File: src/common/bridge_params.svh
// constants shared by the bridge data path
// region codes are matched against bridge address bits 31:28
// the host must leave at least 16 cycles between accesses
`ifndef BRIDGE_PARAMS_SVH
`define BRIDGE_PARAMS_SVH

// top nibble of the bridge address
`define BRIDGE_REGION_CONFIG 0
`define BRIDGE_REGION_ROM 1
`define BRIDGE_REGION_SAVE 2

// byte address widths inside a region
`define ROM_ADDR_BITS 25
`define SAVE_ADDR_BITS 17

// cycles between the two halfword writes of one word
`define LOADER_WRITE_SPACING 7

// save size in bytes for sram_size of zero
`define SAVE_SIZE_BASE 1024

// configuration register addresses
`define CONFIG_ADDR_ROM_TYPE 32'h0000_0000
`define CONFIG_ADDR_SAVE_SIZE 32'h0000_0004

`endif
File: src/common/bridge_pkg.sv
// types for the bridge data path
// data is big endian, so the upper halfword sits at the lower address
// address field widths come from the params header
`include "bridge_params.svh"

package bridge_pkg;

  //////////////////////////////////////////////////////////////////////
  // host side
  //////////////////////////////////////////////////////////////////////

  // one bridge cycle, rd and wr are single cycle pulses
  typedef struct packed {
    logic [31:0] addr;
    logic        rd;
    logic        wr;
    logic [31:0] wr_data;
  } bridge_req_t;

  // one answer to a bridge read
  typedef struct packed {
    logic        valid;
    logic [31:0] data;
  } rd_result_t;

  //////////////////////////////////////////////////////////////////////
  // memory side
  //////////////////////////////////////////////////////////////////////

  // halfword write into rom space
  typedef struct packed {
    logic                       en;
    logic [`ROM_ADDR_BITS-1:0]  addr;
    logic [15:0]                data;
  } rom_write_t;

  // halfword write into the save ram
  typedef struct packed {
    logic                       en;
    logic [`SAVE_ADDR_BITS-1:0] addr;
    logic [15:0]                data;
  } save_write_t;

  // halfword read from the save ram
  typedef struct packed {
    logic                       en;
    logic [`SAVE_ADDR_BITS-1:0] addr;
  } save_read_t;

  // cartridge mapping type
  typedef logic [2:0] rom_type_t;

endpackage

File: src/save/save_unloader.sv
// builds one 32 bit bridge read from two save ram halfword reads
// upper halfword read in cycle 1, lower in cycle 2, result valid in cycle 4
// expects the save ram to answer one cycle after each read
`timescale 1ns/1ps
`include "bridge_params.svh"

module save_unloader (
  input  logic                   clk_74a,
  input  logic                   reset_n,
  input  logic                   save_rd,
  input  logic [31:0]            rd_addr,
  output bridge_pkg::save_read_t mem_read,
  input  logic [15:0]            mem_data,
  output bridge_pkg::rd_result_t result
);

  import bridge_pkg::*;

  // step_q[0] upper read, [1] lower read, [2] last halfword back
  logic [2:0]                  step_q;
  logic                        valid_q;
  logic                        busy;
  logic [`SAVE_ADDR_BITS-1:0]  addr_q;
  logic [31:0]                 word_q;

  assign busy = (|step_q) || valid_q;

  //////////////////////////////////////////////////////////////////////
  // sequencer
  //////////////////////////////////////////////////////////////////////

  always_ff @(posedge clk_74a or negedge reset_n) begin
    if (!reset_n) begin
      step_q  <= '0;
      valid_q <= 1'b0;
    end else begin
      step_q  <= {step_q[1:0], save_rd};
      // word complete after the lower halfword lands
      valid_q <= step_q[2];
    end
  end

  // read address, lower halfword one step on
  always_ff @(posedge clk_74a) begin
    if (save_rd) begin
      addr_q <= rd_addr[`SAVE_ADDR_BITS-1:0];
    end else if (step_q[0]) begin
      addr_q <= addr_q + `SAVE_ADDR_BITS'(2);
    end
  end

  // halfwords shift in upper first
  always_ff @(posedge clk_74a) begin
    if (step_q[1] || step_q[2]) begin
      word_q <= {word_q[15:0], mem_data};
    end
  end

  assign mem_read = '{en: step_q[0] || step_q[1], addr: addr_q};
  assign result   = '{valid: valid_q, data: word_q};

  // host spacing keeps reads off a busy sequencer
  a_not_busy: assert property (@(posedge clk_74a) disable iff (!reset_n)
    save_rd |-> !busy);

endmodule

File: config.mk
export PLATFORM = sky130hd
export DESIGN_NAME = save_unloader
export DESIGN_NICKNAME = d
export VERILOG_FILES = /design/src/common/bridge_pkg.sv /design/src/save/save_unloader.sv
export VERILOG_INCLUDE_DIRS = /design/src /design/src/common
export SDC_FILE = /design/constraint.sdc
export NUM_CORES = 1
export LEC_CHECK = 0
export BUFFER_PORTS_ARGS = -buffer_cell sky130_fd_sc_hd__buf_2
export CAP_MARGIN = 10
export CORE_MARGIN = 2
export CORE_UTILIZATION = 40
export DETAILED_ROUTE_END_ITERATION = 12
export GPL_ROUTABILITY_DRIVEN = 0
export PLACE_DENSITY = 0.81
export SYNTH_ARGS = -nofsm -noshare
export SYNTH_HDL_FRONTEND = slang
export SYNTH_SLANG_ARGS = --single-unit
File: constraint.sdc
create_clock -name clk_74a -period 2.3 [get_ports clk_74a]
set_clock_uncertainty 0.1 [all_clocks]
set_input_delay 0.23 -clock clk_74a [delete_from_list [all_inputs] [get_ports clk_74a]]
set_output_delay 0.23 -clock clk_74a [all_outputs]
set_load 0.05 [all_outputs]
### After elaboration in Yosys (flattened, before gate mapping)

Index checks and enable logic that the tools add are counted.

* add/subtract/negate cells: 1
* muxes and demuxes: 2
* reduce and logical (&&, ||, !) cells: 3

Operators by type and width (count)
* $mux W17: 2
* $add A17 B2 Y17 const B: 1
* $logic_or A1 B1 Y1: 2
* $reduce_bool A2 Y1: 1

* bits in registers: 53
* input bits: 51
* output and inout bits: 51
* logic and storage cells: 10

### Logic depth before layout (Yosys ltp)

* word-level depth: 3
* gate-level depth with buffers: 5
* mapped depth without buffers: 5

### Worst setup path before layout

Ideal clock, no wire load.

* kind: register to register
* from: reg addr_q[3]
* to: reg addr_q[14] (data pin)
* setup time: 260 ps
* arrival: 1669 ps
* required time: 1940 ps
* path slack: 271 ps
* stages on the path, launching flop included: 5
* path buffers: 0
* period minus slack after synthesis: 2029 ps
* path through: edfxtp_1 nand4_4 nor4_2 xor2_1 mux2_2

* longest elaborated chain between the ends: 3

Ends and longest elaborated chain
* from (decl): RTL line save_unloader.sv:23 `` logic [`SAVE_ADDR_BITS-1:0] addr_q; ``
* from (signal assigned): RTL line save_unloader.sv:46 `` addr_q <= rd_addr[`SAVE_ADDR_BITS-1:0]; ``
* from (signal assigned): RTL line save_unloader.sv:48 `` addr_q <= addr_q + `SAVE_ADDR_BITS'(2); ``
* $add A17 B2 Y17: RTL line save_unloader.sv:48
* $mux W17: RTL line save_unloader.sv:47 `end else if (step_q[0]) begin`
* $mux W17: RTL line save_unloader.sv:45 `if (save_rd) begin`

Every way passes these cells. The select of a mux whose other input is x is not followed.
A chain may end at the register's enable or synchronous reset.

### Final worst setup path

* from: reg addr_q[3]
* to: reg addr_q[16] (data pin)

The elaborated chain is that of the path after synthesis.

==> metrics.txt <==
Max Root-Sink Buffers 2; cts repair resizes 0; number of global-route vias before repair 1,316; # setup viols final 0; Initial Util 41.1%; antenna-violating nets left 0; width of the die approximately 76 µm; Syn Area/Cell roughly 16 µm²; Yosys reg bits 53; # diodes 0; most frequent cells in the layout buf_2 (86), edfxtp_1 (49), nand2_1 (16), dlygate4sd3_1 (14), xnor2_1 (9); max-slew violations 0; hold_ws 0.0132 ns; hpwl dp between 2000 and 3000 µm; fmax 546 MHz; Critical Path Start Type flip-flop; Sink Count 53; worst path arrival time 1.79 ns; Synth Cell Area 2080 µm²; final cell count without fillers 305; Synth Instances 131; Worst-Skew Late Latency 0.30 ns; placed insts 283; leakage power 0.00113 µW; Power Dens Cells roughly 780 nW/µm²; distinct cell type count after synthesis 23; post-route cell area 2820 µm²; initial antenna violation count 0; Placed Area 2590 µm²; vias per cell 4.60; drt total wl 3830 µm; Max-slew headroom 54.4%; CP Capture Type flip-flop; IO Pins 102; CTS Buf Count 5; DRC viols 0; CTS tree done; nets@finish around 290; synth-to-layout area growth 35.1%; Setup CP Type reg -> reg; TritonRoute pass-1 iters 4; DR iter-0 viols 44; Hold Path Class in -> reg; grt ovf 0; # rows 26; status completed; die area slightly below 6000 µm²; Core ar. 5070 µm²; total power 2200 µW; RSZ-0062 raised after global routing false; clock slew at reported path FFs 0.09 ns; WL/cell about 13 µm; largest net degree at the start of global routing 33; # Max-Cap Violations 0; Final Hold Fails 0; share of cells above drive strength 1 between 40 and 50%; H-tree Lvls 2; CTS root buf clkbuf_8; largest fanout on the critical path 9; min cycle time layout 1.83 ns; setup bufs post-CTS 0; die extent in y 76.2 µm; Vias 1,403; Hold Crit Start mem_data[13]; Crit. Startpoint addr_q[3]; r2r startpoint addr_q[3]; first-pass GRT wire length 6050 µm; most common cell after layout, fill and taps aside buf_2; Max rail drop VDD around 0.00032 V; Yosys warnings 0; slew at the pin with the worst max-slew slack 0.685 ns; Req. time, crit path about 2.3 ns; final setup TNS 0 ns; register area share after synthesis 75.4%; crit share post-route 79.7%; input/output buffers 86; Post-Syn Nets 183; GRT Resource Usage Total 13.3%
## registers in the layout, summed over array words and instances (netlist names)
signal	count
word_q	32
addr_q	17
valid_q	1
step_q	3
## worst paths after layout
check | depth (start not counted) | end | slack [ns]
min reg2reg | 0 | valid_q | 0.28
min in group asynchronous | 2 | step_q[1] | 0.15
min | 1 | word_q[13] | 0.01
max reg2reg | 4 | addr_q[16] | 0.47
max | 4 | addr_q[16] | 0.47
max in group asynchronous | 2 | valid_q | 1.83
## through the flow
stage | worst slack, ns | utilization, %
floorplan | 0.271 | -
global placement | 0.475 | 51.0
detailed placement | 0.451 | 51.0
CTS | 0.433 | 54.5
global route | 0.334 | 55.5
finish | 0.467 | 55.5
## repair_timing
action	CTS	global route
hold buffers	9	5
endpoints found under the hold margin	12	5
setup endpoints to repair	0	0
## worst max-delay path: stages (launching register included)
cell and delay, ns:
edfxtp_1 0.50, nand4_4 0.23, nor4_2 0.38, xor2_1 0.11, mux2_2 0.26
## logic make-up (layout without fill, tap and decap cells)
logic type	after synthesis	after routing	share of synthesized area, %
AO/OA/AOI/OAI	13	13	3.12
multiplexers	3	3	1.62
AND/OR/NAND/NOR	40	40	11.9
XOR/XNOR	14	14	5.88
flip-flops	53	53	75.4
adder cells (fa/ha/maj)	1	1	0.600
buffers and inverters	7	111	1.44
## Yosys cell counts
cell type / n / area [µm²]
xor2_1: 5 / 43.8
o21ai_1: 6 / 30.0
nand3_2: 1 / 10.0
nand3_1: 5 / 25.0
and3_2: 1 / 7.51
nor3_1: 3 / 15.0
mux2_2: 3 / 33.8
nand2_1: 16 / 60.1
dfrtp_1: 4 / 100
nand4_4: 1 / 21.3
or2_2: 3 / 18.8
and3_1: 1 / 6.26
inv_1: 2 / 7.51
o21ai_0: 7 / 35.0
and2_1: 1 / 6.26
clkbuf_1: 4 / 15.0
ha_1: 1 / 12.5
edfxtp_1: 49 / 1470
nor2_1: 1 / 3.75
nor4_2: 5 / 62.6
buf_4: 1 / 7.51
xnor2_1: 9 / 78.8
nand4_1: 2 / 12.5
## final cells by class
type                            count  area, µm²
Inverter                            2       7.51
Timing Repair Buffer              101        578
Fill cell                         438       2260
Tap cell                           70       87.6
Multi-Input combinational cell     71        483
Clock inverter                      2       15.0
Clock buffer                        6       72.6
Sequential cell                    53       1570
## routing by layer
| layer | track usage [%] | part of all wire, % |
|---|---|---|
| met1 | 16.4 | 44 |
| met2 | 22.5 | 46 |
| met3 | 4.38 | 8.4 |
| met4 | 3.82 | 0.91 |
| met5 | 0 | 0 |
## where the power goes
part	switching (µW)	internal [µW]
logic	362	128
registers	62.9	1150
clock network	285	215
No activity file was read; power rests on OpenSTA's default activity.
