`config.mk`:
```
export PLATFORM = sky130hd
export DESIGN_NAME = config_regs
export DESIGN_NICKNAME = d
export VERILOG_FILES = /design/src/common/bridge_pkg.sv /design/src/logic/config_regs.sv
export VERILOG_INCLUDE_DIRS = /design/src /design/src/common
export SDC_FILE = /design/constraint.sdc
export NUM_CORES = 1
export LEC_CHECK = 0
export BUFFER_PORTS_ARGS = -buffer_cell sky130_fd_sc_hd__buf_2
export CORE_MARGIN = 3
export CORE_UTILIZATION = 36
export DETAILED_ROUTE_END_ITERATION = 6
export MAX_ROUTING_LAYER = met4
export PLACE_DENSITY_LB_ADDON = 0.1
export SYNTH_ARGS = -nofsm -noshare
export SYNTH_HDL_FRONTEND = slang
export SYNTH_SLANG_ARGS = --single-unit
```
`constraint.sdc`:
```
create_clock -name clk_74a -period 1.05 [get_ports clk_74a]
set_clock_uncertainty 0.15 [all_clocks]
set_input_delay 0.21 -clock clk_74a [delete_from_list [all_inputs] [get_ports clk_74a]]
set_output_delay 0.21 -clock clk_74a [all_outputs]
set_load 0.005 [all_outputs]
```
`src/common/bridge_params.svh`:
```
// constants shared by the bridge data path
// region codes are matched against bridge address bits 31:28
// the host must leave at least 16 cycles between accesses
`ifndef BRIDGE_PARAMS_SVH
`define BRIDGE_PARAMS_SVH

// top nibble of the bridge address
`define BRIDGE_REGION_CONFIG 0
`define BRIDGE_REGION_ROM 1
`define BRIDGE_REGION_SAVE 2

// byte address widths inside a region
`define ROM_ADDR_BITS 25
`define SAVE_ADDR_BITS 17

// cycles between the two halfword writes of one word
`define LOADER_WRITE_SPACING 7

// save size in bytes for sram_size of zero
`define SAVE_SIZE_BASE 1024

// configuration register addresses
`define CONFIG_ADDR_ROM_TYPE 32'h0000_0000
`define CONFIG_ADDR_SAVE_SIZE 32'h0000_0004

`endif
```
`src/common/bridge_pkg.sv`:
```
// types for the bridge data path
// data is big endian, so the upper halfword sits at the lower address
// address field widths come from the params header
`include "bridge_params.svh"

package bridge_pkg;

  //////////////////////////////////////////////////////////////////////
  // host side
  //////////////////////////////////////////////////////////////////////

  // one bridge cycle, rd and wr are single cycle pulses
  typedef struct packed {
    logic [31:0] addr;
    logic        rd;
    logic        wr;
    logic [31:0] wr_data;
  } bridge_req_t;

  // one answer to a bridge read
  typedef struct packed {
    logic        valid;
    logic [31:0] data;
  } rd_result_t;

  //////////////////////////////////////////////////////////////////////
  // memory side
  //////////////////////////////////////////////////////////////////////

  // halfword write into rom space
  typedef struct packed {
    logic                       en;
    logic [`ROM_ADDR_BITS-1:0]  addr;
    logic [15:0]                data;
  } rom_write_t;

  // halfword write into the save ram
  typedef struct packed {
    logic                       en;
    logic [`SAVE_ADDR_BITS-1:0] addr;
    logic [15:0]                data;
  } save_write_t;

  // halfword read from the save ram
  typedef struct packed {
    logic                       en;
    logic [`SAVE_ADDR_BITS-1:0] addr;
  } save_read_t;

  // cartridge mapping type
  typedef logic [2:0] rom_type_t;

endpackage

```
`src/logic/config_regs.sv`:
```
// configuration registers in region 0
// rom type at 0x0 is read and write, save size at 0x4 is read only
// any other configuration address reads as zero
`timescale 1ns/1ps
`include "bridge_params.svh"

module config_regs (
  input  logic                    clk_74a,
  input  logic                    reset_n,
  input  bridge_pkg::bridge_req_t bridge_req,
  input  logic                    config_rd,
  input  logic [3:0]              sram_size,
  output bridge_pkg::rom_type_t   rom_type,
  output bridge_pkg::rd_result_t  result
);

  import bridge_pkg::*;

  rom_type_t   rom_type_q;
  logic        valid_q;
  logic [31:0] data_q;
  logic [31:0] rd_word;

  // read value for the current address
  always_comb begin
    case (bridge_req.addr)
      `CONFIG_ADDR_ROM_TYPE:  rd_word = {29'd0, rom_type_q};
      `CONFIG_ADDR_SAVE_SIZE: rd_word = 32'(`SAVE_SIZE_BASE) << sram_size;
      default:                rd_word = 32'd0;
    endcase
  end

  always_ff @(posedge clk_74a or negedge reset_n) begin
    if (!reset_n) begin
      rom_type_q <= '0;
      valid_q    <= 1'b0;
    end else begin
      // only the low three bits are kept
      if (bridge_req.wr && (bridge_req.addr == `CONFIG_ADDR_ROM_TYPE)) begin
        rom_type_q <= bridge_req.wr_data[2:0];
      end
      valid_q <= config_rd;
    end
  end

  // answer one cycle after the strobe
  always_ff @(posedge clk_74a) begin
    if (config_rd) begin
      data_q <= rd_word;
    end
  end

  assign rom_type = rom_type_q;
  assign result   = '{valid: valid_q, data: data_q};

endmodule

```
# --- Yosys cells after proc, flatten, opt, wreduce, memory -nomap -nowiden ---
# Cells that the tools add are included.
classes:
  mux: 1
  eq_ne: 1
  reduce_logical: 2
  n_shift: 1
ops:
  columns: ["operator", "count"]
  rows:
  - ["32-bit case mux with 2 select lines", 1]
  - ["32-bit by 3-bit equality test with 1-bit output, second input constant", 1]
  - ["32-bit logical NOT", 1]
  - ["11-bit by 4-bit left shift with 32-bit output, first input constant", 1]
  - ["1-bit logical AND", 1]
totals:
  output_inout_bits: 36
  elab_cells: 8
  in_bits: 73
  register_bits: 36

# --- Logic depth before layout (Yosys ltp) ---
depth:
  depth_word: 2
  mapped_depth: 5
  mapped_depth_nobuf: 4

# --- Least setup slack after synthesis ---
# OpenSTA, ideal clock, no wires.
synth_path:
  kind: "input -> register"
  startpoint: "input bridge_req[47] in the netlist's numbering"
  endpoint: "register rom_type_q[0] (netlist: rom_type[0])"
  arrival_ns: 1.296
  setup_ns: 0.128
  stages: 4
  path_slack_ns: -0.523
  path_buffers: 0
  required_ns: 0.772
  path_cell_list: "nor4_1 > nand4_1 > nor4_4 > mux2_1"
synth_via:
  elab_chain_len: 2
synth_rtl:
  columns: ["element", "line", "text"]
  rows:
  - ["start: declaration", "config_regs.sv:10", "input bridge_pkg::bridge_req_t bridge_req,"]
  - ["32-bit logical NOT (no source line)", null, null]
  - ["1-bit logical AND", "config_regs.sv:39", "if (bridge_req.wr && (bridge_req.addr == `CONFIG_ADDR_ROM_TYPE)) begin"]
  - ["end signal: assignment", "config_regs.sv:40", "rom_type_q <= bridge_req.wr_data[2:0];"]
  - ["end: declaration", "config_regs.sv:19", "rom_type_t rom_type_q;"]
# No other way between the ends.
# A chain may end at the register's enable or synchronous reset.

# --- Worst setup path after layout ---
layout_path:
  startpoint: "input bridge_req[42] in the netlist's numbering"
  endpoint: "register rom_type_q[2] (netlist: rom_type[2])"
# Same word-level chain as after synthesis.

==> metrics.md <==
| Metric | Value |
|---|---|
| Die ar. | 3880 um^2 |
| Die Ht | 62.3 um |
| Main synth FF type | edfxtp_1 |
| Crit path required time | 1090 ps |
| CTS tree | done |
| CTS H-tree lvls | 1 |
| Estimated wirelength of the detail-placed design | 1850 um |
| CP startpoint kind | input port |
| Top cells by count, synth | edfxtp_1 (19), buf_4 (14), and4b_1 (8) |
| Area grow syn2layout | 45.8% |
| CP most frequent cell | nor4_4 |
| First-pass GRT wire length | 3770 um |
| DR pass1 iterations | 4 |
| Number of max-cap violations | 0 |
| Pwr Density | 1000 nW/um^2 |
| Design Power | 1.67 mW |
| Ant. Diodes | 0 |
| Crit path capture type | flip-flop |
| Core Rows | 19 |
| Antenna violations before repair | 0 |
| Tcrit/Tclk final | 137% |
| Routed WL | 2420 um |
| Clk root buf | clkbuf_4 |
| Max VDD drop | 0.405 mV |
| WP buf/inv | 1 |
| CP Class | input port to flip-flop |
| DIE WIDTH | 62.3 um |
| Clock sink count | 23 |
| Number of vias per cell | 4.62 |
| DR iter-0 viols | 2 |
| Leak | 0.786 nW |
| Mapped Cells | 82 |
| Synthesized flop and latch total | 23 |
| Highest-delay cell along the critical path | nor4_4 |
| EDFF count, synth | 19 |
| Port bufs | 65 |
| Hold Worst Slack | -29.4 ps |
| Crit Path Max Fanout | 3 |
| Nets | 229 |
| FMAX | 0.697 GHz |
| Top-count cell post-synth | edfxtp_1 |
| Vias post-DR | 911 |
| Yosys cell types | 24 |
| Layout cells sized above 1 | 58.1% |
| Routability cong. | 0.760 |
| Worst hold path type | input port to flip-flop |
| WP data arrival | 1480 ps |
| Clk Latency, worst-skew pair | 290 ps |
| Largest stage delay, worst path | 350 ps |
| Drt drc | 0 |
| Delay-heaviest family, CP | simple AND/OR/NAND/NOR gates |
| Failing checks | negative hold slack, negative setup slack |
| Synth Cell Area | 1140 um^2 |
| RSZ-0062 raised after global routing | true |
| Total grt overflow | 0 |
| Fill cells | 232 |
| Fin. max-slew vios | 0 |
| Post-route ant nets | 0 |
| Endpoints failing hold | 2 |
| FF-to-FF setup slack | -40 ps |
| Clk slew on worst S/H paths | 110 ps |
| Initial Utilization | 39.6% |
| Largest net degree at the start of global routing | 21 |
| Synthesized area per cell | 13.9 um^2 |
| Synth area leaders | edfxtp_1 (50%), buf_4 (9.2%), dfrtp_1 (8.8%), and4b_1 (7.0%), nor4_1 (3.3%) |
| Total routing usage reported by global routing | 12.5% |
| Cells along the critical path | buf_6, nor4_4, nand4_1, nor4_4, mux2_1 |
| Post-route minimum period | 1430 ps |
| Synth top area share | 50.1% |
| Setup_tns | -10,360 ps |
| Core Area | 2880 um^2 |
| Routed WL per cell | 12.3 um |
| Clock Path Buffers | 2 |
| Synth Warn # | 0 |
| Vias in the first global route | 876 |
| Sequential-to-total area share from yosys stat | 58.8% |
| Status | finished, violations left |
| Synth area leader | edfxtp_1 |
| # setup viols final | 45 |
| Ys async rst share | 17.4% |
| Final worst-path setup slack | -385 ps |
| Ports | 109 |
| Cts bufs inserted | 3 |
repair_timing:
item / 4_1_cts / 5_1_grt
hold buffers: 1 / 1
resized for setup: 8 / 4
setup buffers: 3 / 1
endpoints found under the setup margin: 45 / 45
pin swaps: 1 / 1
hold endpoints to repair: 7 / 3
final timing paths:
| check | start | to | cells after the start |
|---|---|---|---|
| worst max-delay path | bridge_req[42] | rom_type[2] | 5 |
| worst min-delay path | bridge_req[1] | rom_type[1] | 2 |
| worst max register to register | rom_type[0] | data_q[0] | 2 |
| worst min register to register | rom_type[2] | rom_type[2] | 2 |
| max in group asynchronous | reset_n | rom_type[1] | 2 |
| min in group asynchronous | reset_n | valid_q | 2 |
cells by family (layout without fill, tap and decap cells):
family / count (synthesis) / in the layout / synth area share (%)
buffers and inverters: 18 / 79 / 11.2
AND/OR/NAND/NOR: 37 / 37 / 26.7
flip-flops: 23 / 23 / 58.8
multiplexers: 3 / 3 / 2.96
other: 1 / 13 / 0.329
metal layers:
| layer | track usage (%) | wire length (um) | vias up |
|---|---|---|---|
| met5 | - | 0 | - |
| met4 | 6.61 | 44 | 0 |
| met3 | 2.34 | 242 | 4 |
| met2 | 23.4 | 1270 | 59 |
| met1 | 12.2 | 861 | 407 |
| li1 | - | - | 441 |
registers in the layout (all words and copies together), names as in the netlist:
register and flops:
valid_q 1, data_q 19, rom_type 3
report_power, final:
group          switching (mW)  internal (mW)  total, mW  leakage, nW
Combinational           0.119          0.131      0.249        0.537
Sequential            0.00783           1.02       1.03        0.234
Clock                   0.238          0.148      0.386       0.0150
worst register-to-register path, cell delays in order, from the launching register on:
cell and delay (ps):
dfrtp_1 390, buf_4 130, and3b_2 180
final cells by class:
type | count | area, um^2 | share of cell area [%]
Timing Repair Buffer | 74 | 458 | 27.6
Clock buffer | 4 | 26.3 | 1.58
Inverter | 1 | 3.75 | 0.226
Tap cell | 42 | 52.6 | 3.16
Multi-Input combinational cell | 53 | 450 | 27.1
Sequential cell | 23 | 671 | 40.4
cell usage in the layout (no fill, tap or decap):
master / netlist / routed
buf_2: 0 / 58
edfxtp_1: 19 / 19
conb_1: 1 / 13
and4b_1: 8 / 8
buf_6: 1 / 8
nor4_4: 1 / 5
buf_4: 14 / 5
dfrtp_1: 4 / 4
and3_2: 3 / 3
and3b_1: 3 / 3
and4_2: 3 / 3
clkbuf_4: 0 / 3
nand4_1: 2 / 2
nor4_1: 6 / 2
and3_1: 2 / 2
nor2_1: 2 / 2
mux2_1: 3 / 2
dlygate4sd3_1: 0 / 2
nor3b_1: 1 / 1
nor4_2: 1 / 1
nor3_1: 1 / 1
nor2_2: 1 / 1
nand2_1: 1 / 1
inv_1: 1 / 1
mux2_4: 0 / 1
and4_1: 1 / 1
and3b_2: 1 / 1
clkbuf_1: 2 / 1
buf_12: 0 / 1
per-stage QoR:
stage | std cells | hold slack (ps) | setup slack [ps] | util [%] | cell area (um^2)
after detailed placement | 187 | -133 | -759 | 52.8 | 1520
after CTS | 195 | -32.6 | -406 | 56.5 | 1630
final | 197 | -29.4 | -385 | 57.8 | 1660
after global routing | 197 | -34.3 | -473 | 57.8 | 1660
after floorplan | 94 | -236 | -508 | - | 1230
after global placement | 187 | -135 | -715 | 52.8 | 1520
(Power assumes the default switching activity.)
