**src/common/bridge_params.svh**
```systemverilog
// constants shared by the bridge data path
// region codes are matched against bridge address bits 31:28
// the host must leave at least 16 cycles between accesses
`ifndef BRIDGE_PARAMS_SVH
`define BRIDGE_PARAMS_SVH

// top nibble of the bridge address
`define BRIDGE_REGION_CONFIG 0
`define BRIDGE_REGION_ROM 1
`define BRIDGE_REGION_SAVE 2

// byte address widths inside a region
`define ROM_ADDR_BITS 25
`define SAVE_ADDR_BITS 17

// cycles between the two halfword writes of one word
`define LOADER_WRITE_SPACING 7

// save size in bytes for sram_size of zero
`define SAVE_SIZE_BASE 1024

// configuration register addresses
`define CONFIG_ADDR_ROM_TYPE 32'h0000_0000
`define CONFIG_ADDR_SAVE_SIZE 32'h0000_0004

`endif
```
**src/common/bridge_pkg.sv**
```systemverilog
// types for the bridge data path
// data is big endian, so the upper halfword sits at the lower address
// address field widths come from the params header
`include "bridge_params.svh"

package bridge_pkg;

  //////////////////////////////////////////////////////////////////////
  // host side
  //////////////////////////////////////////////////////////////////////

  // one bridge cycle, rd and wr are single cycle pulses
  typedef struct packed {
    logic [31:0] addr;
    logic        rd;
    logic        wr;
    logic [31:0] wr_data;
  } bridge_req_t;

  // one answer to a bridge read
  typedef struct packed {
    logic        valid;
    logic [31:0] data;
  } rd_result_t;

  //////////////////////////////////////////////////////////////////////
  // memory side
  //////////////////////////////////////////////////////////////////////

  // halfword write into rom space
  typedef struct packed {
    logic                       en;
    logic [`ROM_ADDR_BITS-1:0]  addr;
    logic [15:0]                data;
  } rom_write_t;

  // halfword write into the save ram
  typedef struct packed {
    logic                       en;
    logic [`SAVE_ADDR_BITS-1:0] addr;
    logic [15:0]                data;
  } save_write_t;

  // halfword read from the save ram
  typedef struct packed {
    logic                       en;
    logic [`SAVE_ADDR_BITS-1:0] addr;
  } save_read_t;

  // cartridge mapping type
  typedef logic [2:0] rom_type_t;

endpackage

```
**src/logic/bridge_read_mux.sv**
```systemverilog
// read side of the bridge
// decodes the region of a read and strobes one responder in the same cycle
// unmapped reads answer zero on the configuration schedule
`timescale 1ns/1ps
`include "bridge_params.svh"

module bridge_read_mux (
  input  logic                    clk_74a,
  input  logic                    reset_n,
  input  bridge_pkg::bridge_req_t bridge_req,
  output logic                    save_rd,
  output logic                    config_rd,
  input  bridge_pkg::rd_result_t  save_result,
  input  bridge_pkg::rd_result_t  config_result,
  output logic [31:0]             bridge_rd_data
);

  import bridge_pkg::*;

  logic [3:0]  region;
  logic        unmapped_rd;
  logic        unmapped_q;
  logic [31:0] rd_data_q;

  //////////////////////////////////////////////////////////////////////
  // region decode
  //////////////////////////////////////////////////////////////////////

  assign region = bridge_req.addr[31:28];

  // rom region has no read path and counts as unmapped
  always_comb begin
    save_rd     = 1'b0;
    config_rd   = 1'b0;
    unmapped_rd = 1'b0;
    if (bridge_req.rd) begin
      case (region)
        4'(`BRIDGE_REGION_SAVE):   save_rd     = 1'b1;
        4'(`BRIDGE_REGION_CONFIG): config_rd   = 1'b1;
        default:                   unmapped_rd = 1'b1;
      endcase
    end
  end

  //////////////////////////////////////////////////////////////////////
  // result latch
  //////////////////////////////////////////////////////////////////////

  always_ff @(posedge clk_74a or negedge reset_n) begin
    if (!reset_n) begin
      unmapped_q <= 1'b0;
      rd_data_q  <= '0;
    end else begin
      // own zero answer lines up with config results
      unmapped_q <= unmapped_rd;
      if (save_result.valid) begin
        rd_data_q <= save_result.data;
      end else if (config_result.valid) begin
        rd_data_q <= config_result.data;
      end else if (unmapped_q) begin
        rd_data_q <= '0;
      end
    end
  end

  // holds until the next answer
  assign bridge_rd_data = rd_data_q;

  // responders never answer in the same cycle
  a_one_result: assert property (@(posedge clk_74a) disable iff (!reset_n)
    !(save_result.valid && config_result.valid));

endmodule

```
**config.mk**
```make
export PLATFORM = sky130hd
export DESIGN_NAME = bridge_read_mux
export DESIGN_NICKNAME = d
export VERILOG_FILES = /design/src/common/bridge_pkg.sv /design/src/logic/bridge_read_mux.sv
export VERILOG_INCLUDE_DIRS = /design/src /design/src/common
export SDC_FILE = /design/constraint.sdc
export NUM_CORES = 1
export LEC_CHECK = 0
export BUFFER_PORTS_ARGS = -buffer_cell sky130_fd_sc_hd__buf_4
export CAP_MARGIN = 5
export CORE_ASPECT_RATIO = 1.75
export CORE_MARGIN = 8
export CORE_UTILIZATION = 39
export CTS_CLUSTER_SIZE = 28
export DETAILED_ROUTE_END_ITERATION = 12
export PLACE_DENSITY = 0.93
export SYNTH_ARGS = -nofsm -noshare
export SYNTH_HDL_FRONTEND = slang
export SYNTH_SLANG_ARGS = --single-unit
```
**constraint.sdc**
```tcl
create_clock -name clk_74a -period 1.8 [get_ports clk_74a]
set_input_delay 0.27 -clock clk_74a [delete_from_list [all_inputs] [get_ports clk_74a]]
set_output_delay 0.27 -clock clk_74a [all_outputs]
set_load 0.03 [all_outputs]
```
# --- Yosys cells after proc, flatten, opt, wreduce, memory -nomap -nowiden ---
# Index checks and enable logic that the tools add are counted.
op_classes:
  eq_ne: 1
  mux: 9
  n_mul: 0
  shift: 0
  n_bitwise: 0
  n_reduce_logical: 3
  n_div: 0
  order_cmp: 0
  add_sub_neg: 0
ops:
  columns: ["operator", "count"]
  rows:
  - ["$mux W32", 3]
  - ["$mux W1", 6]
  - ["$eq A4 B2 Y1 const B", 1]
  - ["$logic_not A4 Y1", 1]
  - ["$reduce_bool A3 Y1", 1]
  - ["$reduce_or A2 Y1", 1]
totals:
  mem_bits_ro: 0
  word_cells: 15
  out_inout_bits: 34
  in_bits: 134
  reg_bits: 33
  memories: 0
  latch_bits: 0
  mem_bits_rw: 0

# --- Longest topological paths before layout ---
# Gate-level depths: netlist of run 1.
logic_depth:
  word_depth: 4
  ltp_mapped: 5
  ltp_nobuf: 2

# --- Least setup slack after synthesis of run 1 ---
# No wires, ideal clock.
synth_timing:
  path_kind: "input to output"
  start: "in bridge_req[62] in the netlist's numbering"
  end: "out save_rd"
  required_ns: 1.530
  t_arrival_ns: 1.439
  stages: 2
  path_slack_ns: 0.091
  path_cell_list: "nand2b_1 > nor4b_1"
synth_between:
  elab_chain_len: 3
synth_lines:
  columns: ["element", "line_no", "text"]
  rows:
  - ["from (decl)", "bridge_read_mux.sv:10", "input bridge_pkg::bridge_req_t bridge_req,"]
  - ["$eq A4 B2 Y1", "bridge_read_mux.sv:37", "case (region)"]
  - ["$mux W1", "bridge_read_mux.sv:37", null]
  - ["$mux W1", "bridge_read_mux.sv:36", "if (bridge_req.rd) begin"]
  - ["to (decl)", "bridge_read_mux.sv:11", "output logic save_rd,"]
# No other way between the ends.

# --- Worst setup path after layout of run 1 ---
# Ends and elaborated chain as after synthesis.

==> metrics.md, run 1 <==
| Metric | Value |
|---|---|
| Terminus of the critical flop-to-flop path | bridge_rd_data[26] |
| CP peak stage delay | 0.24 ns |
| Syn Inst Count | 182 |
| CP delay by family, top | simple AND/OR/NAND/NOR gates |
| Max Cap Viol | 0 |
| Final Critical Period | between 1 and 1.5 ns |
| Maximum fanout along the worst path | 2 |
| Worst Max-Slew Pin Slew | approximately 0.54 ns |
| HP Class | input port to flop |
| Run status | completed |
| Diodes inserted | 0 |
| Reg2Reg Setup Slack | 0.64 ns |
| Port buffer count | ~110 |
| Antenna violations before repair | 0 |
| Final setup fails | 0 |
| Maximum VDD drop | just under 0.0008 V |
| Nets@finish | between 400 and 500 |
| GRT overflow | 0 |
| Multi-input gate area | about 830 µm² |
| Final hold vios | 0 |
| Mean Syn Cell Area | roughly 9.6 µm² |
| Initial DRT Pass Iterations | 4 |
| Syn nets | approximately 320 |
| Number of synthesis warnings | 0 |
| Post-synthesis sequential area ratio | 0.470 |
| Routed vias/inst | 5.06 |
| Die area | around 7000 µm² |
| Tcrit/Tclk final | 0.695 |
| Switching Share | 0.278 |
| Reg2Reg Launch Point | unmapped_q |
| Hold path startpoint | save_result[24] |
| Io pins | between 150 and 200 |
| Total clock sinks | 33 |
| Mapped Area | between 1500 and 2000 µm² |
| GRT Total Usage | 0.143 |
| Worst path cell trace | buf_4 > nand2b_1 > nor4b_1 > buf_4 |
| Worst-Skew Late Latency | roughly 0.28 ns |
| Min-Delay Path Depth | 3 |
| Die Wd | between 60 and 70 µm |
| TritonCTS clock tree | done |
| Max Freq | between 700 and 800 MHz |
| Setup TNS | 0 ns |
| P_sw | a little under 0.0006 W |
| Final Instance Area | around 2700 µm² |
| Reg2Reg Depth | 3 |
| RePlAce Congestion | 0.752 |
| CP Launch Type | input port |
| Yosys cell types | 12 |
| Avg WL per Cell | around 15 µm |
| Layout cells sized above 1 | 0.408 |
| Max Root-Sink Buffers | 2 |
| Critical path's slowest cell | nor4b_1 |
| Synth Register Bits | 33 |
| Pwr dens | 796 nW/µm² |
| Cell internal pwr | 0.00153 W |
| RSZ-0062 raised after global routing | false |
| Max Slew Vio Count | 0 |
| Routed Antenna Nets | 0 |
| Core Rows | 32 |
| Via count | 1,685 |
| Register Area | just over 800 µm² |
| Clock power share | 0.334 |
| Core area | 4360 µm² |
| First-pass GRT wire length | approximately 8200 µm |
| Clock Skew | 0.00285 ns |
| Data required time of the critical path | between 1.5 and 2 ns |
| Type of the worst setup path | input port to output pin |
| Starting Density | 0.402 |
| Num CTS Buffers | 5 |
| Leakage | 1.23 nW |
| Most used cell, CP | buf_4 |
| DRT iter0 DRCs | about 90 |
| Worst-path clk slew | roughly 0.07 ns |
| Pin count of the biggest net entering global routing | 65 |
| CP Data Arrival Time | ~0.98 ns |
| Post-CTS Resized | 0 |
| Reg power frac | 0.397 |
| WHS Endpoint | bridge_rd_data[24] |
| Final Util | 0.609 |
| Comb power frac | 0.269 |
| CTS Root Cell | clkbuf_8 |
| Slew headroom | 0.641 |
| CP bufs+invs | 2 |
| Filler Cells Inserted | between 300 and 400 |
| Area Growth Syn to Fin | 51.4% |
| Post-DP Area | 2530 µm² |
| Vias in the first global route | ~1,800 |
| Setup crit end kind | output pin |
| H-tree depth | 2 |
| Die Span Y | 105 µm |
| WL final | between 5000 and 6000 µm |
| Remaining DRCs | 0 |
| Dpl hpwl | roughly 3800 µm |
## worst reg2reg max path: stages (launching register included)
cell and delay, ns:
dfrtp_1 0.38, buf_4 0.19, or3b_1 0.37, a21oi_1 0.14
## cells in the final DEF, fill, tap and decap left out, drive strengths merged
cell,count
nor2b,32
or3b,32
bufinv,1
clkbuf,7
nor4b,1
dfrtp,33
dlygate4sd3,1
nand2b,1
nor4,1
o31a,1
a21oi,64
buf,108
## Yosys cell counts
cell	instances	area [µm²]
a21oi_1	64	320
nor4_1	1	6.26
o31a_1	1	8.76
or3b_1	32	280
dfrtp_1	33	826
nor2b_1	32	200
buf_6	4	45.0
buf_1	3	11.3
buf_2	4	20.0
nor4b_1	1	8.76
nand2b_1	1	6.26
clkbuf_1	6	22.5
## final cells by class
class                      count  area share
multi-input combinational    132       0.313
sequential                    33       0.311
timing repair buffer         109       0.309
clock buffer                   7      0.0325
tap                           51      0.0240
clock inverter                 1      0.0113
## state kept, by name (all words and copies together), names as in the netlist
name,flops
unmapped_q,1
bridge_rd_data,32
## routing by layer
metal	wire length, µm	part of all wire	vias up	GRT usage
li1	-	-	837	-
met1	1950	0.38	758	0.158
met2	2430	0.48	83	0.226
met3	611	0.12	7	0.0695
met4	97	0.019	0	0.0538
met5	0	0	-	0
## worst max-delay path by stage
stage,to,start,cells after the start,slack (ns)
floorplan,save_rd,bridge_req[62],2,0.09
global placement,save_rd,bridge_req[62],4,0.56
detailed placement,save_rd,bridge_req[62],4,0.55
CTS,save_rd,bridge_req[62],4,0.53
global route,save_rd,bridge_req[62],4,0.51
finish,save_rd,bridge_req[62],4,0.55
## through the flow
step / std cells / power [W] / setup slack, ns / hold slack, ns
3_3_place_gp: 324 / 0.00142 / 0.556 / 0.239
4_1_cts: 333 / 0.00215 / 0.534 / 0.228
6_report: 333 / 0.00212 / 0.548 / 0.235
3_5_place_dp: 324 / 0.00143 / 0.549 / 0.241
5_1_grt: 333 / 0.00222 / 0.514 / 0.240
2_1_floorplan: 182 / 0.00115 / 0.0908 / -0.0256
## power by group through the flow
stage | sequential (W) | combinational, W | clock [W]
global route | 0.000849 | 0.000613 | 0.000758
global placement | 0.000850 | 0.000565 | 0
finish | 0.000841 | 0.000569 | 0.000706
floorplan | 0.000985 | 0.000169 | 0
detailed placement | 0.000853 | 0.000575 | 0
CTS | 0.000841 | 0.000578 | 0.000735
## what timing repair did
| action | in CTS | in global routing |
|---|---|---|
| hold buffers | 1 | 0 |
| buffers inserted | 0 | 0 |
| setup endpoints to repair | 0 | 0 |
| endpoints found under the hold margin | 33 | 0 |
## cells by family after synthesis
| logic type | after synthesis | synth area share |
|---|---|---|
| flip-flops | 33 | 0.470 |
| buffers and inverters | 17 | 0.0563 |
| AO/OA/AOI/OAI | 65 | 0.187 |
| AND/OR/NAND/NOR | 67 | 0.286 |
(Power assumes the default switching activity.)
==> inputs of run 2 (changes only) <==
- CORE_UTILIZATION: 39 -> 33
- PLACE_DENSITY: 0.93 -> 0.85
- clock period: 1.8 -> 1.03 ns (I/O delays scaled with it)
==> run 2 against run 1 <==
The run now ends with setup timing left. Cell area is 5.7% higher. Non-clock buffer count up 3. Register-to-register slack worse by 0.77 ns. Clock skew about the same. Sequential share of layout area fell by 1.6 points. Setup slack worse by 0.67 ns. First-iteration DRC count down 24%. Highest routed layer unchanged.
==> metrics.md, run 2 (synthesized netlist as in run 1, its figures left out) <==
| Metric | Value |
|---|---|
| Run status | complete, but fails checks |
| Failing checks | setup timing |
| Data required time of the critical path | 1.23 ns |
| Reg2Reg Launch Point | unmapped_q |
| Leakage | between 1 and 1.5 nW |
| Setup WS post-layout | -0.125 ns |
| Core area | around 5200 µm² |
| Setup TNS | -3.18 ns |
| CP delay by family, top | flip-flops |
| GRT overflow | 0 |
| Worst-Skew Late Latency | around 0.27 ns |
| Antenna violations before repair | 0 |
| Io pins | between 150 and 200 |
| Die Span Y | ~110 µm |
| CP bufs+invs | 1 |
| Max Freq | 865 MHz |
| Type of the worst setup path | flop to flop |
| Pin count of the biggest net entering global routing | 65 |
| Layout Cells excl Fill | 339 |
| CP Data Arrival Time | between 1 and 1.5 ns |
| Final Critical Period | about 1.2 ns |
| Tcrit/Tclk final | 1.12 |
| Max Root-Sink Buffers | 2 |
| Final hold vios | 0 |
| Critical path's slowest cell | dfrtp_1 |
| Total clock sinks | 33 |
| CTS Root Cell | clkbuf_8 |
| Worst Max-Slew Pin Slew | 0.545 ns |
| Worst path cell trace | buf_4 > or3b_1 > a21oi_2 |
| DRT iter0 DRCs | 69 |
| HP Class | input port to flop |
| First-pass GRT wire length | 8960 µm |
| Starting Density | 0.337 |
| WHS Endpoint | bridge_rd_data[23] |
| Max Slew Vio Count | 0 |
| Post-CTS setup buffer count | 0 |
| Reg2Reg Setup Slack | -0.13 ns |
| Slew headroom | 0.637 |
| Number of flip-flops in the largest register | 32 |
| Wl on met1 | approximately 2200 µm |
| Core Rows | 35 |
| CP peak stage delay | 0.40 ns |
| Port buffer count | between 100 and 150 |
| RSZ-0062 raised after global routing | true |
| Maximum fanout along the worst path | 10 |
| Final setup fails | 32 |
| Initial DRT Pass Iterations | 5 |
| Routed Antenna Nets | 0 |
| Diodes inserted | 0 |
| Terminus of the critical flop-to-flop path | bridge_rd_data[18] |
| GRT Total Usage | 0.138 |
| Remaining DRCs | 0 |
| DP Worst Slack | -0.138 ns |
| Vias in the first global route | 1,806 |
| Setup crit end kind | flop |
| Worst-path clk slew | approximately 0.060 ns |
| Hold slack | around 0.12 ns |
| CP Launch Type | flop |
| Reg2Reg Depth | 3 |
| Nets@finish | between 400 and 500 |
| Commonest non-fill, non-tap cells in the layout | 108 x buf_4, 39 x a21oi_1, 32 x nor2b_1 |
| TritonCTS clock tree | done |
| Routed vias/inst | approximately 5 |
| Num CTS Buffers | 5 |
| WL met3 | 521 µm |
| Dpl cells | roughly 330 |
| Clock Skew | 0.00325 ns |
| H-tree depth | 2 |
| Die area | approximately 8000 µm² |
| WL met2 | between 2000 and 3000 µm |
| WL final | 5540 µm |
| Max Used Layer | met4 |
| Maximum VDD drop | 0.000885 V |
| Final Util | 0.539 |
| Dpl hpwl | between 3000 and 4000 µm |
| Area Growth Syn to Fin | 60.1% |
| Via count | 1,732 |
| RePlAce Congestion | ~0.73 |
| Leading cell type in the layout, fill and taps excluded | buf_4 |
| Layout cells sized above 1 | 0.532 |
| Avg WL per Cell | 16.3 µm |
| Hold path startpoint | save_result[23] |
| Max Cap Viol | 0 |
| Die Wd | approximately 71 µm |
| Pwr dens | roughly 1300 nW/µm² |
| Min-Delay Path Depth | 3 |
run 2: cell types whose count changed in the layout (fill, tap and decap cells not counted), sizes merged:
cell and delta:
buf +3, bufinv -1
run 2: how the worst max path moves through the flow:
stage	startpoint	endpoint	slack (ns)	depth (start not counted)
after floorplan	bridge_req[62]	save_rd	-0.06	2
after global placement	unmapped_q	bridge_rd_data[30]	-0.09	3
after detailed placement	unmapped_q	bridge_rd_data[2]	-0.14	3
after CTS	unmapped_q	bridge_rd_data[18]	-0.13	3
after global routing	unmapped_q	bridge_rd_data[10]	-0.20	3
final	unmapped_q	bridge_rd_data[18]	-0.13	3
run 2: repair_timing:
| item | CTS | global route |
|---|---|---|
| endpoints found under the hold margin | 33 | 0 |
| pin swaps | 1 | 0 |
| setup endpoints to repair | 33 | 32 |
| resized for setup | 15 | 18 |
| hold buffers | 1 | 0 |
run 2: metal layers:
layer / track usage / vias up
met5: 0 / -
met4: 0.0713 / 0
met3: 0.0589 / 11
met2: 0.217 / 82
met1: 0.154 / 793
li1: - / 846
run 2: layout make-up:
cell class / count / area, µm²
tap: 55 / 68.8
timing repair buffer: 112 / 863
sequential: 33 / 828
clock buffer: 7 / 86.3
multi-input combinational: 132 / 963
fill: 472 / 2400
run 2: tightest hold or removal path, cell delays in order:
cell and delay (ns):
buf_4 0.08, nor2b_1 0.04, a21oi_2 0.08
run 2: per-stage QoR:
stage / total power (W) / cell area (µm²)
2_1_floorplan: 0.00202 / 1770
3_3_place_gp: 0.00250 / 2590
3_5_place_dp: 0.00252 / 2590
4_1_cts: 0.00354 / 2750
5_1_grt: 0.00372 / 2810
6_report: 0.00353 / 2810
run 2: power by group:
part           switching (W)  internal, W  total [W]
clock               0.000427     0.000530   0.000956
combinational       0.000576     0.000523    0.00110
sequential         0.0000575      0.00141    0.00147
total                0.00106      0.00247    0.00353
==> inputs of run 3 (changes only) <==
- CTS_BUF_LIST: not set -> sky130_fd_sc_hd__clkbuf_4 sky130_fd_sc_hd__clkbuf_8 sky130_fd_sc_hd__clkbuf_16
- PLACE_DENSITY: 0.85 -> not set
- PLACE_DENSITY_LB_ADDON: not set -> 0.1
==> run 3 against run 2 <==
The flow still finishes with violations (setup timing). Register-to-register slack hardly changed. Combinational power hardly changed. Via count is 1.5% lower. Core utilization is 0.14 points higher. Total power is 3.0% higher. Global-route usage hardly changed. Sequential power hardly changed. Flip-flop and latch count stayed put. Die area stayed put. Setup slack worse by 0.0027 ns. Critical endpoint is now bridge_rd_data[24].
==> metrics.md, run 3 (synthesized netlist as in run 1, its figures left out) <==
| Metric | Value |
|---|---|
| Setup crit end kind | flop |
| Max Cap Viol | 0 |
| WL final | 5590 µm |
| Max Freq | 863 MHz |
| Pwr dens | approximately 1300 nW/µm² |
| First-pass GRT wire length | between 8000 and 9000 µm |
| Number of flip-flops in the largest register | 32 |
| Layout cells sized above 1 | 0.518 |
| Core area | roughly 5200 µm² |
| DRT iter0 DRCs | 59 |
| Die Wd | between 70 and 80 µm |
| Worst path cell trace | buf_6 > or3b_1 > a21oi_2 |
| Failing checks | setup timing |
| Post-CTS setup buffer count | 0 |
| Routed Antenna Nets | 0 |
| Vias in the first global route | 1,727 |
| RePlAce Congestion | around 0.65 |
| Leading cell type in the layout, fill and taps excluded | buf_4 |
| Clock Skew | ~0.0032 ns |
| Final Critical Period | 1.16 ns |
| Area Growth Syn to Fin | 60.5% |
| Starting Density | 0.337 |
| Port buffer count | ~110 |
| Type of the worst setup path | flop to flop |
| Setup WS post-layout | -0.128 ns |
| RSZ-0062 raised after global routing | true |
| Num CTS Buffers | 5 |
| Pin count of the biggest net entering global routing | 65 |
| Commonest non-fill, non-tap cells in the layout | 103 x buf_4, 41 x a21oi_1, 32 x nor2b_1 |
| Io pins | about 170 |
| Slew headroom | 0.629 |
| Nets@finish | 417 |
| Die area | 8000 µm² |
| Maximum fanout along the worst path | 17 |
| DP Worst Slack | -0.125 ns |
| Filler Cells Inserted | 503 |
| Critical path's slowest cell | dfrtp_1 |
| Die Span Y | 112 µm |
| GRT overflow | 0 |
| Via count | 1,706 |
| TritonCTS clock tree | done |
| HP Class | input port to flop |
| CP Launch Type | flop |
| Diodes inserted | 0 |
| Data required time of the critical path | approximately 1.2 ns |
| Maximum VDD drop | between 0.0006 and 0.0007 V |
| Run status | complete, but fails checks |
| CP peak stage delay | roughly 0.40 ns |
| Routed vias/inst | between 5 and 6 |
| Leakage | 1.27 nW |
| Final setup fails | 32 |
| Initial DRT Pass Iterations | 3 |
| GRT Total Usage | 0.138 |
| Final Util | 0.541 |
| Worst Max-Slew Pin Slew | 0.557 ns |
| CTS Root Cell | clkbuf_8 |
| Worst-path clk slew | ~0.07 ns |
| CP Data Arrival Time | around 1.4 ns |
| Total clock sinks | 33 |
| Remaining DRCs | 0 |
| Max Slew Vio Count | 0 |
| Antenna violations before repair | 0 |
| Tcrit/Tclk final | 1.12 |
| Core Rows | 35 |
| Max Root-Sink Buffers | 2 |
| Hold slack | 0.105 ns |
| Dpl hpwl | 3900 µm |
| H-tree depth | 2 |
| Final hold vios | 0 |
| Avg WL per Cell | around 16 µm |
| Worst-Skew Late Latency | about 0.28 ns |
==> run 3: layer usage <==
metal	GRT usage	wire length [µm]
met1	0.163	2390
met2	0.213	2590
met3	0.0634	547
met4	0.0503	69
met5	0	0
==> run 3: worst paths after layout <==
check | from | to | slack (ns) | depth (start not counted)
setup / recovery | unmapped_q | bridge_rd_data[24] | -0.13 | 3
hold / removal | save_result[26] | bridge_rd_data[26] | 0.10 | 3
setup reg to reg | unmapped_q | bridge_rd_data[24] | -0.13 | 3
hold reg to reg | bridge_rd_data[22] | bridge_rd_data[22] | 0.62 | 2
max in group asynchronous | reset_n | bridge_rd_data[20] | 0.33 | 2
min in group asynchronous | reset_n | bridge_rd_data[15] | 0.36 | 2
==> run 3: through the flow <==
| stage | std cells | total power (W) | TNS (ns) | cell area, µm² |
|---|---|---|---|---|
| finish | 339 | 0.00363 | -2.85 | 2820 |
| global route | 339 | 0.00384 | -4.06 | 2820 |
| CTS | 339 | 0.00365 | -3.07 | 2720 |
| detailed placement | 330 | 0.00251 | -3.16 | 2580 |
| global placement | 330 | 0.00251 | -2.57 | 2580 |
| floorplan | 182 | 0.00202 | -0.933 | 1770 |
==> run 3: cell type report <==
| type | count | area (µm²) | area share |
|---|---|---|---|
| Clock inverter | 1 | 5.00 | 0.00178 |
| Multi-Input combinational cell | 132 | 948 | 0.337 |
| Timing Repair Buffer | 111 | 871 | 0.309 |
| Clock buffer | 7 | 96.3 | 0.0342 |
| Tap cell | 55 | 68.8 | 0.0244 |
| Sequential cell | 33 | 828 | 0.294 |
==> run 3: repair_timing <==
action | in CTS | in global routing
resized for setup | 7 | 25
hold buffers | 1 | 0
pin swaps | 0 | 1
setup endpoints to repair | 32 | 35
hold endpoints to repair | 33 | 0
==> run 3: worst max-delay path, delay by kind of cell, from the launching register on <==
kind            cells  cell delay (ns)
compound gates      1             0.14
buf+inv             1             0.16
flops               1             0.40
simple gates        1             0.38
==> run 3: where the power goes <==
group	total (W)	leakage, nW	internal [W]	switching [W]
Clock	0.00108	0.0542	0.000604	0.000473
Combinational	0.00109	0.830	0.000518	0.000569
Sequential	0.00147	0.381	0.00141	0.0000565
Total	0.00363	1.27	0.00254	0.00110
